===== src/hw/socket_pkg.sv =====
package socket_pkg;

  // AXI side
  localparam int AXI_AWIDTH = 32;
  localparam int AXI_DWIDTH = 64;
  localparam int LOG2_BYTES = 3;

  // word address bit that selects the register region
  localparam int MMIO_REG_SPACE = 9;
  localparam int WORD_AWIDTH    = AXI_AWIDTH - LOG2_BYTES;

  // request queue holds 2**FIFO_LOGDEPTH entries
  localparam int FIFO_LOGDEPTH = 2;

  localparam logic [1:0] RESP_OKAY = 2'b00;

  // offsets inside the register region, in words
  typedef enum logic [MMIO_REG_SPACE-1:0] {
    SQUEUE            = 9'd32,
    SOCKET_CSR        = 9'd64,
    EXT_MEM_OFFSET_LO = 9'd65,
    EXT_MEM_OFFSET_HI = 9'd66,
    CNT0              = 9'd71,
    CNT1              = 9'd72,
    SOCKET_INBOX      = 9'd73
  } mmio_reg_e;

  typedef enum logic [1:0] {
    IDLE,
    W_DATA,
    W_RESP,
    R_DATA
  } burst_state_e;

  // one merged AW/AR request
  typedef struct packed {
    logic [WORD_AWIDTH-1:0] addr;
    logic [7:0]             len;
    logic                   is_write;
  } axi_req_t;

endpackage


===== src/hw/mmio_bus_if.sv =====
interface mmio_bus_if import socket_pkg::*; ();

  // base plus beat index
  logic [WORD_AWIDTH-1:0] beat_addr;
  logic                   wr;
  logic [31:0]            wdata;
  logic [3:0]             wstrb;
  logic                   rd;
  logic                   first_beat;
  // combinational, valid for the current beat
  logic [31:0]            rdata;

  modport ctrl (
    output beat_addr, wr, wdata, wstrb, rd, first_beat,
    input  rdata
  );

  modport regs (
    input  beat_addr, wr, wdata, wstrb, rd, first_beat,
    output rdata
  );

endinterface


===== src/hw/axi_burst_ctrl.sv =====
module axi_burst_ctrl import socket_pkg::*; (
  input  logic                    clk,
  input  logic                    arst_n,
  input  axi_req_t                req,
  input  logic                    req_valid,
  output logic                    req_ready,
  input  logic [AXI_DWIDTH-1:0]   wdata,
  input  logic [AXI_DWIDTH/8-1:0] wstrb,
  input  logic                    wvalid,
  input  logic                    wlast,
  output logic                    wready,
  output logic [AXI_DWIDTH-1:0]   rdata,
  output logic                    rvalid,
  input  logic                    rready,
  output logic                    rlast,
  output logic [1:0]              rresp,
  output logic                    bvalid,
  input  logic                    bready,
  output logic [1:0]              bresp,
  mmio_bus_if.ctrl                bus
);

  burst_state_e           state;
  burst_state_e           state_next;
  logic [WORD_AWIDTH-1:0] base_addr;
  logic [7:0]             len;
  logic [7:0]             beat_cnt;
  logic                   req_fire;
  logic                   wfire;
  logic                   rfire;
  logic                   bfire;

  assign req_ready = (state == IDLE);
  assign wready    = (state == W_DATA);
  assign bvalid    = (state == W_RESP);
  assign rvalid    = (state == R_DATA);

  assign req_fire = req_valid & req_ready;
  assign wfire    = wvalid & wready;
  assign rfire    = rvalid & rready;
  assign bfire    = bvalid & bready;

  // beat count is len + 1
  assign rlast = rvalid & (beat_cnt == len);
  assign rresp = RESP_OKAY;
  assign bresp = RESP_OKAY;
  assign rdata = AXI_DWIDTH'(bus.rdata);

  always_comb begin
    state_next = state;
    case (state)
      IDLE: begin
        if (req_fire) begin
          state_next = req.is_write ? W_DATA : R_DATA;
        end
      end
      W_DATA: begin
        if (wfire && wlast) begin
          state_next = W_RESP;
        end
      end
      W_RESP: begin
        if (bfire) begin
          state_next = IDLE;
        end
      end
      R_DATA: begin
        if (rfire && rlast) begin
          state_next = IDLE;
        end
      end
      default: state_next = IDLE;
    endcase
  end

  always_ff @(posedge clk or negedge arst_n) begin
    if (!arst_n) begin
      state    <= IDLE;
      beat_cnt <= '0;
    end else begin
      state <= state_next;
      if (state == IDLE) begin
        beat_cnt <= '0;
      end else if (wfire || rfire) begin
        beat_cnt <= beat_cnt + 1'b1;
      end
    end
  end

  // burst base and length, loaded when a request leaves the queue
  always_ff @(posedge clk) begin
    if (req_fire) begin
      base_addr <= req.addr;
      len       <= req.len;
    end
  end

  // incrementing bursts only
  assign bus.beat_addr  = base_addr + WORD_AWIDTH'(beat_cnt);
  assign bus.wr         = wfire;
  assign bus.wdata      = wdata[31:0];
  assign bus.wstrb      = wstrb[3:0];
  assign bus.rd         = rfire;
  assign bus.first_beat = (beat_cnt == 8'd0);

endmodule


===== src/hw/axi_req_fifo.sv =====
module axi_req_fifo import socket_pkg::*; (
  input  logic                  clk,
  input  logic                  arst_n,
  input  logic [AXI_AWIDTH-1:0] awaddr,
  input  logic [AXI_AWIDTH-1:0] araddr,
  input  logic [7:0]            awlen,
  input  logic [7:0]            arlen,
  input  logic                  awvalid,
  input  logic                  arvalid,
  output logic                  awready,
  output logic                  arready,
  output axi_req_t              req,
  output logic                  req_valid,
  input  logic                  req_ready
);

  axi_req_t                 mem [2**FIFO_LOGDEPTH];
  axi_req_t                 enq_req;
  logic [FIFO_LOGDEPTH-1:0] wr_ptr;
  logic [FIFO_LOGDEPTH-1:0] rd_ptr;
  logic [FIFO_LOGDEPTH:0]   count;
  logic                     full;
  logic                     enq;
  logic                     deq;

  // top bit of count set only at depth
  assign full = count[FIFO_LOGDEPTH];

  // write wins, so AR waits while AW is offered
  assign awready = ~full;
  assign arready = ~full & ~awvalid;

  assign enq = (awvalid | arvalid) & ~full;
  assign deq = req_valid & req_ready;

  assign enq_req.addr     = awvalid ? awaddr[AXI_AWIDTH-1:LOG2_BYTES]
                                    : araddr[AXI_AWIDTH-1:LOG2_BYTES];
  assign enq_req.len      = awvalid ? awlen : arlen;
  assign enq_req.is_write = awvalid;

  assign req       = mem[rd_ptr];
  assign req_valid = (count != '0);

  always_ff @(posedge clk) begin
    if (enq) begin
      mem[wr_ptr] <= enq_req;
    end
  end

  always_ff @(posedge clk or negedge arst_n) begin
    if (!arst_n) begin
      wr_ptr <= '0;
      rd_ptr <= '0;
      count  <= '0;
    end else begin
      if (enq) begin
        wr_ptr <= wr_ptr + 1'b1;
      end
      if (deq) begin
        rd_ptr <= rd_ptr + 1'b1;
      end
      count <= count + {{FIFO_LOGDEPTH{1'b0}}, enq} - {{FIFO_LOGDEPTH{1'b0}}, deq};
    end
  end

endmodule


===== src/hw/mmio_regs.sv =====
module mmio_regs import socket_pkg::*; (
  input  logic        clk,
  input  logic        arst_n,
  mmio_bus_if.regs    bus,
  input  logic [31:0] cnt0_value,
  input  logic [31:0] cnt1_value,
  input  logic [31:0] squeue_out_data,
  input  logic        squeue_out_valid,
  output logic        squeue_out_ready,
  output logic [63:0] ext_mem_offset,
  output logic [31:0] socket_inbox,
  output logic        socket_start,
  input  logic        socket_done
);

  mmio_reg_e   reg_sel;
  logic        in_mmio;
  logic [31:0] wmask;
  logic [31:0] wval;
  logic        wr_any;
  logic        csr_we;
  logic        lo_we;
  logic        hi_we;
  logic        inbox_we;
  logic        socket_done_q;
  logic [31:0] csr;
  logic [31:0] offset_lo;
  logic [31:0] offset_hi;
  logic [31:0] inbox;
  logic [31:0] squeue_rdata;

  assign in_mmio = bus.beat_addr[MMIO_REG_SPACE];
  assign reg_sel = mmio_reg_e'(bus.beat_addr[MMIO_REG_SPACE-1:0]);

  assign wmask = {{8{bus.wstrb[3]}}, {8{bus.wstrb[2]}},
                  {8{bus.wstrb[1]}}, {8{bus.wstrb[0]}}};
  assign wval  = bus.wdata & wmask;

  // a beat with no strobes leaves the register alone
  assign wr_any   = bus.wr & (|bus.wstrb) & in_mmio;
  assign csr_we   = wr_any & (reg_sel == SOCKET_CSR);
  assign lo_we    = wr_any & (reg_sel == EXT_MEM_OFFSET_LO);
  assign hi_we    = wr_any & (reg_sel == EXT_MEM_OFFSET_HI);
  assign inbox_we = wr_any & (reg_sel == SOCKET_INBOX);

  always_ff @(posedge clk or negedge arst_n) begin
    if (!arst_n) begin
      socket_done_q <= 1'b0;
    end else begin
      socket_done_q <= socket_done;
    end
  end

  // done clears start and sets the done bit, ahead of any write
  always_ff @(posedge clk or negedge arst_n) begin
    if (!arst_n) begin
      csr <= '0;
    end else if (socket_done_q) begin
      csr <= {csr[31:2], 1'b1, 1'b0};
    end else if (csr_we) begin
      csr <= wval;
    end
  end

  always_ff @(posedge clk or negedge arst_n) begin
    if (!arst_n) begin
      offset_lo <= '0;
      offset_hi <= '0;
      inbox     <= '0;
    end else begin
      if (lo_we) begin
        offset_lo <= wval;
      end
      if (hi_we) begin
        offset_hi <= wval;
      end
      if (inbox_we) begin
        inbox <= wval;
      end
    end
  end

  // empty status queue reads all ones
  assign squeue_rdata = squeue_out_valid ? squeue_out_data : '1;

  always_comb begin
    bus.rdata = '0;
    if (in_mmio) begin
      case (reg_sel)
        SQUEUE:            bus.rdata = squeue_rdata;
        SOCKET_CSR:        bus.rdata = csr;
        EXT_MEM_OFFSET_LO: bus.rdata = offset_lo;
        EXT_MEM_OFFSET_HI: bus.rdata = offset_hi;
        CNT0:              bus.rdata = cnt0_value;
        CNT1:              bus.rdata = cnt1_value;
        SOCKET_INBOX:      bus.rdata = inbox;
        default:           bus.rdata = '0;
      endcase
    end
  end

  // pop once per burst, on the first beat only
  assign squeue_out_ready = bus.rd & bus.first_beat & in_mmio & (reg_sel == SQUEUE);

  assign ext_mem_offset = {offset_hi, offset_lo};
  assign socket_inbox   = inbox;
  assign socket_start   = csr[0];

endmodule


===== src/hw/s_axi_socket_top.sv =====
module s_axi_socket_top import socket_pkg::*; (
  input  logic                    clk,
  input  logic                    arst_n,
  // write address
  input  logic [AXI_AWIDTH-1:0]   s_awaddr,
  input  logic [7:0]              s_awlen,
  input  logic                    s_awvalid,
  output logic                    s_awready,
  // write data
  input  logic [AXI_DWIDTH-1:0]   s_wdata,
  input  logic [AXI_DWIDTH/8-1:0] s_wstrb,
  input  logic                    s_wvalid,
  input  logic                    s_wlast,
  output logic                    s_wready,
  // write response
  output logic [1:0]              s_bresp,
  output logic                    s_bvalid,
  input  logic                    s_bready,
  // read address
  input  logic [AXI_AWIDTH-1:0]   s_araddr,
  input  logic [7:0]              s_arlen,
  input  logic                    s_arvalid,
  output logic                    s_arready,
  // read data
  output logic [AXI_DWIDTH-1:0]   s_rdata,
  output logic                    s_rvalid,
  input  logic                    s_rready,
  output logic                    s_rlast,
  output logic [1:0]              s_rresp,
  // socket side
  input  logic [31:0]             cnt0_value,
  input  logic [31:0]             cnt1_value,
  input  logic [31:0]             squeue_out_data,
  input  logic                    squeue_out_valid,
  output logic                    squeue_out_ready,
  output logic [63:0]             ext_mem_offset,
  output logic [31:0]             socket_inbox,
  output logic                    socket_start,
  input  logic                    socket_done
);

  axi_req_t req;
  logic     req_valid;
  logic     req_ready;

  mmio_bus_if bus ();

  axi_req_fifo i_req_fifo (
    .clk(clk), .arst_n(arst_n),
    .awaddr(s_awaddr), .araddr(s_araddr), .awlen(s_awlen), .arlen(s_arlen),
    .awvalid(s_awvalid), .arvalid(s_arvalid),
    .awready(s_awready), .arready(s_arready),
    .req(req), .req_valid(req_valid), .req_ready(req_ready)
  );

  axi_burst_ctrl i_burst_ctrl (
    .clk(clk), .arst_n(arst_n),
    .req(req), .req_valid(req_valid), .req_ready(req_ready),
    .wdata(s_wdata), .wstrb(s_wstrb), .wvalid(s_wvalid), .wlast(s_wlast),
    .wready(s_wready),
    .rdata(s_rdata), .rvalid(s_rvalid), .rready(s_rready), .rlast(s_rlast),
    .rresp(s_rresp),
    .bvalid(s_bvalid), .bready(s_bready), .bresp(s_bresp),
    .bus(bus.ctrl)
  );

  mmio_regs i_regs (
    .clk(clk), .arst_n(arst_n),
    .bus(bus.regs),
    .cnt0_value(cnt0_value), .cnt1_value(cnt1_value),
    .squeue_out_data(squeue_out_data), .squeue_out_valid(squeue_out_valid),
    .squeue_out_ready(squeue_out_ready),
    .ext_mem_offset(ext_mem_offset), .socket_inbox(socket_inbox),
    .socket_start(socket_start), .socket_done(socket_done)
  );

endmodule


===== config.mk =====
export PLATFORM = sky130hd
export DESIGN_NAME = s_axi_socket_top
export DESIGN_NICKNAME = d
export VERILOG_FILES = /design/src/hw/socket_pkg.sv /design/src/hw/mmio_bus_if.sv /design/src/hw/axi_burst_ctrl.sv /design/src/hw/axi_req_fifo.sv /design/src/hw/mmio_regs.sv /design/src/hw/s_axi_socket_top.sv
export SDC_FILE = /design/constraint.sdc
export NUM_CORES = 1
export LEC_CHECK = 0
export ABC_AREA = 1
export BUFFER_PORTS_ARGS = -buffer_cell sky130_fd_sc_hd__buf_2
export CORE_UTILIZATION = 40
export DETAILED_ROUTE_END_ITERATION = 12
export PLACE_DENSITY_LB_ADDON = 0.3
export SYNTH_ARGS = -nofsm -noshare
export SYNTH_HDL_FRONTEND = slang
export SYNTH_SLANG_ARGS = --single-unit

===== constraint.sdc =====
create_clock -name clk -period 2.9 [get_ports clk]
set_input_delay 0.145 -clock clk [delete_from_list [all_inputs] [get_ports clk]]
set_output_delay 0.145 -clock clk [all_outputs]
set_load 0.005 [all_outputs]

# After elaboration in Yosys (flattened, before gate mapping)
# Memories as Yosys holds them, arrays and structs flattened.
# Index checks and enable logic that the tools add are counted.
# Widths: inputs -> output; s select.
[totals]
ram_bits = 152
out_inout_bits = 172
register_bits = 164
inputBits = 258
n_memories = 1
[classes]
bitwise_logic = 21
addsub = 6
n_reduce_logical = 11
eq_ne = 15
mux = 17
[memory_table]
columns = ["memory", "words", "width", "rd", "rd_clocked_by_memory_dff", "write_ports", "line_no", "text"]
rows = [
  ["i_req_fifo.mem", 4, 38, 1, 0, 1, "axi_req_fifo.sv:17", "axi_req_t mem [2**FIFO_LOGDEPTH];"],
]
[op_table]
columns = ["cell", "count"]
rows = [
  ["$pmux 32 s7", 1],
  ["$mux 32", 2],
  ["$eq 9x7->1 const B", 6],
  ["$and 32x32->32", 1],
  ["$mux 29", 1],
  ["$mux 8", 3],
  ["$and 1x1->1", 16],
  ["$mux 2", 7],
  ["$add 10x8->10", 1],
  ["$eq 9x6->1 const B", 1],
  ["$add 8x1->8 const B", 1],
  ["$eq 8x8->1", 1],
  ["$logic_not 8->1", 1],
  ["$ne 2x2->1 const B", 4],
  ["$pmux 2 s4", 1],
  ["$add 2x1->2 const B", 2],
  ["$eq 2x2->1 const B", 2],
  ["$reduce_and 4->1", 1],
  ["$reduce_bool 2->1", 2],
  ["$reduce_or 4->1", 1],
  ["$add 3x1->3", 1],
  ["$not 1->1", 3],
  ["$reduce_bool 3->1", 1],
  ["$sub 3x1->3", 1],
  ["other kinds (7)", 9],
]

# Longest topological paths before layout
[depth]
word_depth = 7
mapped_depth = 17
depth_no_buf = 16

# Cells and area by module
# A second synthesis with hierarchy kept.
[unflattened]
hier_cells = 2195
hier_area_um2 = 18114.9
[by_module_without_submodules]
columns = ["module", "n_inst", "seq_area_each_um2", "area_per_inst_um2", "cells_per_inst"]
rows = [
  ["mmio_regs", 1, 3228.1, 7483.4, 1099],
  ["axi_req_fifo", 1, 4739.5, 6896.6, 659],
  ["axi_burst_ctrl", 1, 1361.3, 3734.8, 437],
]

# Least setup slack after synthesis
# Ideal clock, no wire load.
[synth_path]
path_kind = "register -> register"
from = "register i_burst_ctrl.state[0]"
to = "register i_req_fifo.count[2]"
stages_incl_launch_ff = 11
path_buffers = 0
setup_slack_ns = 0.412
arrival_time_ns = 2.359
period_less_slack_ns = 2.488
path_cell_list = "dfrtp_1 -> nor2_1 -> nand2_1 -> inv_1 -> ha_1 -> inv_1 -> ha_1 -> inv_1 -> fa_1 -> xnor2_1 -> xor2_1"
[synth_via]
elab_chain_len = 3
[synth_rtl]
columns = ["element", "line_no", "text"]
rows = [
  ["start: declaration", "axi_burst_ctrl.sv:23", "burst_state_e state;"],
  ["start signal: assignment", "axi_burst_ctrl.sv:81", "state <= state_next;"],
  ["$logic_not 2->1", "axi_burst_ctrl.sv:33", "assign req_ready = (state == IDLE);"],
  ["$and 1x1->1", "n/a", ""],
  ["net i_burst_ctrl.req_fire", "axi_burst_ctrl.sv:28", "logic req_fire;"],
  ["$sub 3x1->3", "axi_req_fifo.sv:62", "count <= count + {{FIFO_LOGDEPTH{1'b0}}, enq} - {{FIFO_LOGDEPTH{1'b0}}, deq};"],
  ["end signal: assignment", "axi_req_fifo.sv:62", ""],
  ["end: declaration", "axi_req_fifo.sv:21", "logic [FIFO_LOGDEPTH:0] count;"],
]
# The timed path passes the listed nets, and every way through them passes these cells.
# A chain may end at the register's enable or synchronous reset.

# Worst setup path in the final report
[layout_path]
from = "register i_burst_ctrl.base_addr[0]"
to = "output s_rdata[22]"
[layout_via]
elab_chain_len = 4
[layout_rtl]
columns = ["element", "line_no", "text"]
rows = [
  ["start: declaration", "axi_burst_ctrl.sv:25", "logic [WORD_AWIDTH-1:0] base_addr;"],
  ["start signal: assignment", "axi_burst_ctrl.sv:93", "base_addr <= req.addr;"],
  ["$add 10x8->10 (*)", "axi_burst_ctrl.sv:99", "assign bus.beat_addr = base_addr + WORD_AWIDTH'(beat_cnt);"],
  ["$eq 9x7->1 / $eq 9x6->1 (equally long branches)", "mmio_regs.sv:89", "case (reg_sel)"],
  ["$pmux 32 s7", "mmio_regs.sv:89", ""],
  ["$mux 32 (*)", "mmio_regs.sv:88", "if (in_mmio) begin"],
  ["end: declaration", "s_axi_socket_top.sv:25", "output logic [AXI_DWIDTH-1:0] s_rdata,"],
]
# Mark *: on every way between the ends. The rest lies on a longest branch, timed or not.

==> flow_metrics.py <==
metrics = {
    "power": {
        "p_leak_nw": 8.780,
        "total_power_mw": 13.26,
        "ir_worst_vdd_v": 0.0005365,
        "power.density_nw_per_um2": 701.2,
    },
    "timing": {
        "rsz0062_at_grt": "yes",
        "final-setup-viol-count": 54,
        "slew_headroom": 0.4720,
        "slew_violations": 0,
        "finalCritPeriodShare": 1.126,
        "setup_slack_ns": -0.3660,
        "fmax_mhz": 306.2,
        "finalCriticalPeriod_ns": 3.266,
        "clock_skew_ns": 0.01491,
        "hold_violations": 0,
        "worstMarginPinSlew_ns": 0.7911,
    },
    "placement": {
        "post-place-ws_ns": -0.001824,
        "portBuffers": 313,
        "place.detailed.hpwl_mm": 27.78,
        "gp_congestion": 0.9186,
    },
    "worst_setup_path": {
        "r2r_start": "i_burst_ctrl.base_addr[0]",
        "r2r_end": "i_regs.offset_lo[5]",
        "critical_path_class": "register to output pin",
        "path_max_fanout": 8,
        "required_ns": 2.76,
        "worstPathArrival_ns": 3.12,
        "end_kind": "output pin",
        "start_kind": "register",
        "r2r_setup_slack_ns": -0.11,
        "r2r_cells": 20,
    },
    "synth": {
        "ys_warn_count": 0,
        "synth_cell_types": 38,
        "synth_edf_count": 94,
        "synth_seq_area_share": 0.5049,
        "ys.flop_type": "dfrtp_1",
        "netlist_area_um2": 12830,
        "syn_avg_cell_area_um2": 8.318,
        "async_reset_ff_frac": 0.6083,
        "syn_inst": 1542,
        "synth-seq-cells": 240,
    },
    "cells_and_area": {
        "layout_commonest_cell": "nand2_1",
        "mostFrequentLayoutCells": "nand2_1 (319), buf_2 (313), nand3_1 (150)",
        "drive_above_1_share": 0.3805,
        "nets": 2269,
        "area_growth_pct": 47.38,
        "fillCellCount": 2647,
    },
    "drt": {
        "vias_per_cell": 5.403,
        "first_iter_violations": 1109,
        "wire_per_inst_um": 19.59,
        "ant_nets": 0,
        "drc": 0,
        "drtPass1Iterations": 6,
        "wirelength_mm": 47.33,
        "vias": 13050,
    },
    "global_routing": {
        "grt_pass1_vias": 12180,
        "grt_pass1_wl_mm": 67.01,
        "antenna_found_initial": 1,
        "grt_overflow_total": 0,
        "grt_max_degree": 72,
        "grt_use_total": 0.2611,
    },
    "clock_tree": {
        "cts_sinks": 240,
        "cts_made_buffers": 26,
        "clk_path_buf_depth": 3,
        "root_buffer": "clkbuf_16",
        "clk_pin_slew_ns": 0.06,
        "clk_latency_ns": 0.53,
        "cts.htree.levels": 1,
        "cts_tree": "yes",
    },
    "min_path": {
        "min_from": "s_wdata[29]",
        "min_to": "i_regs.offset_hi[29]",
        "worstHoldPathCells": 3,
        "hp-class": "input port to register",
    },
    "floorplan": {
        "die_w_um": 181.1,
        "coreArea_um2": 31560,
        "num_io_pins": 430,
        "dieArea_um2": 32780,
        "core.rowCount": 65,
        "die_h_um": 181.1,
        "start_util": 0.4065,
    },
    "run": {
        "maxCapViolCount": 0,
    },
    "run_status": {
        "violations": "setup timing",
        "status": "complete, but fails checks",
    },
}
[sequential cells by signal, summed over array words and instances (netlist names)]
register	count
i_burst_ctrl.state	2
i_req_fifo.rd_ptr	2
i_regs.socket_done_q	1
i_req_fifo.wr_ptr	2
i_req_fifo.mem	76
i_regs.offset_lo	32
i_burst_ctrl.base_addr	10
i_burst_ctrl.beat_cnt	8
i_regs.socket_inbox	32
i_regs.offset_hi	32
i_burst_ctrl.len	8
i_req_fifo.count	3
i_regs.csr	32
[layout make-up]
cell class,instances,area [µm²],share of cell area
flip-flops and latches,240,6476,0.3426
multi-input cells,1128,6391,0.3381
repair buffers,513,4368,0.2311
clock buffers,38,737.0,0.03899
well taps,402,503.0,0.02661
inverters,84,320.3,0.01694
clock inverters,10,105.1,0.005560
diodes,1,2.502,0.0001324
[worst max-delay path, cell delays in order, from the launching register on]
cell and delay (ns):
edfxtp_1 0.36, ha_2 0.20, inv_2 0.04, fa_2 0.37, inv_2 0.09, buf_6 0.10
nand2_4 0.05, nand3_2 0.07, nand2_1 0.05, nand2_1 0.06, nand2_2 0.09, nor2_8 0.19
buf_12 0.17, nand2_8 0.10, buf_12 0.17, nor2_4 0.13, nor2_1 0.07, a21oi_1 0.15
buf_2 0.13
[synthesized netlist by cell type, types with 4 or more instances]
cell type	n	share of area
a21oi_1	48	0.019
buf_2	31	0.012
buf_4	47	0.028
buf_6	16	0.014
clkbuf_1	31	0.0091
dfrtp_1	146	0.28
edfxtp_1	94	0.22
ha_1	16	0.016
inv_1	81	0.024
nand2_1	383	0.11
nand2_2	5	0.0024
nand3_1	212	0.083
nand3_2	4	0.0031
nand4_1	6	0.0029
nor2_1	169	0.049
nor2_2	5	0.0024
nor3_1	4	0.0016
o21ai_0	71	0.028
o21ai_1	73	0.028
o21ai_2	32	0.022
o22ai_1	18	0.0088
or2_2	24	0.012
xor2_1	6	0.0041
[report_power, final]
part	internal [mW]	switching, mW	leakage [nW]
Clock	1.94	1.33	0.410
Combinational	2.35	3.24	5.49
Sequential	4.15	0.243	2.88
Total	8.44	4.82	8.78
[per-stage QoR]
stage                     cells  setup TNS [ns]    util  hold WS (ns)  cell area [µm²]
after CTS                  2392          -9.875  0.5648      0.003609            17820
after global placement     2226               0  0.4720        0.2167            14890
after floorplan            1577               0       -       -0.1506            12960
after global routing       2416          -19.98  0.5990       0.04346            18900
after detailed placement   2226       -0.001824  0.4720        0.2290            14890
final                      2416          -10.85  0.5990       0.02663            18900
[per-layer routing]
layer | track usage | up-vias | share of wire
li1 | - | 5991 | -
met1 | 0.3294 | 6153 | 0.38
met2 | 0.4579 | 737 | 0.48
met3 | 0.02641 | 173 | 0.078
met4 | 0.1075 | 0 | 0.056
met5 | 0 | - | 0
[logic make-up after synthesis]
kind of cell / Yosys count / share of synthesized area
AND/OR/NAND/NOR: 819 / 0.2747
AO/OA/AOI/OAI: 246 / 0.1083
flip-flops: 240 / 0.5049
buffers and inverters: 210 / 0.08760
adder cells (fa/ha/maj): 18 / 0.01873
XOR/XNOR: 8 / 0.005463
other: 1 / 0.0002924
[repair_timing]
item	CTS	global route
pin swaps	89	50
buffers inserted	30	7
gates cloned	19	21
hold buffers	69	0
endpoints found under the setup margin	33	123
endpoints found under the hold margin	234	0
resized for setup	146	199
[worst max-delay path by stage]
stage / start / endpoint / depth (start not counted)
4_1_cts: i_burst_ctrl.base_addr[0] / s_rdata[10] / 19
3_3_place_gp: i_burst_ctrl.beat_cnt[0] / s_rdata[24] / 17
2_1_floorplan: i_burst_ctrl.state[0] / i_req_fifo.count[2] / 10
5_1_grt: i_burst_ctrl.base_addr[0] / s_rdata[22] / 18
6_report: i_burst_ctrl.base_addr[0] / s_rdata[22] / 18
3_5_place_dp: i_burst_ctrl.base_addr[0] / s_rdata[14] / 18
Power figures use the tool's default switching activity.
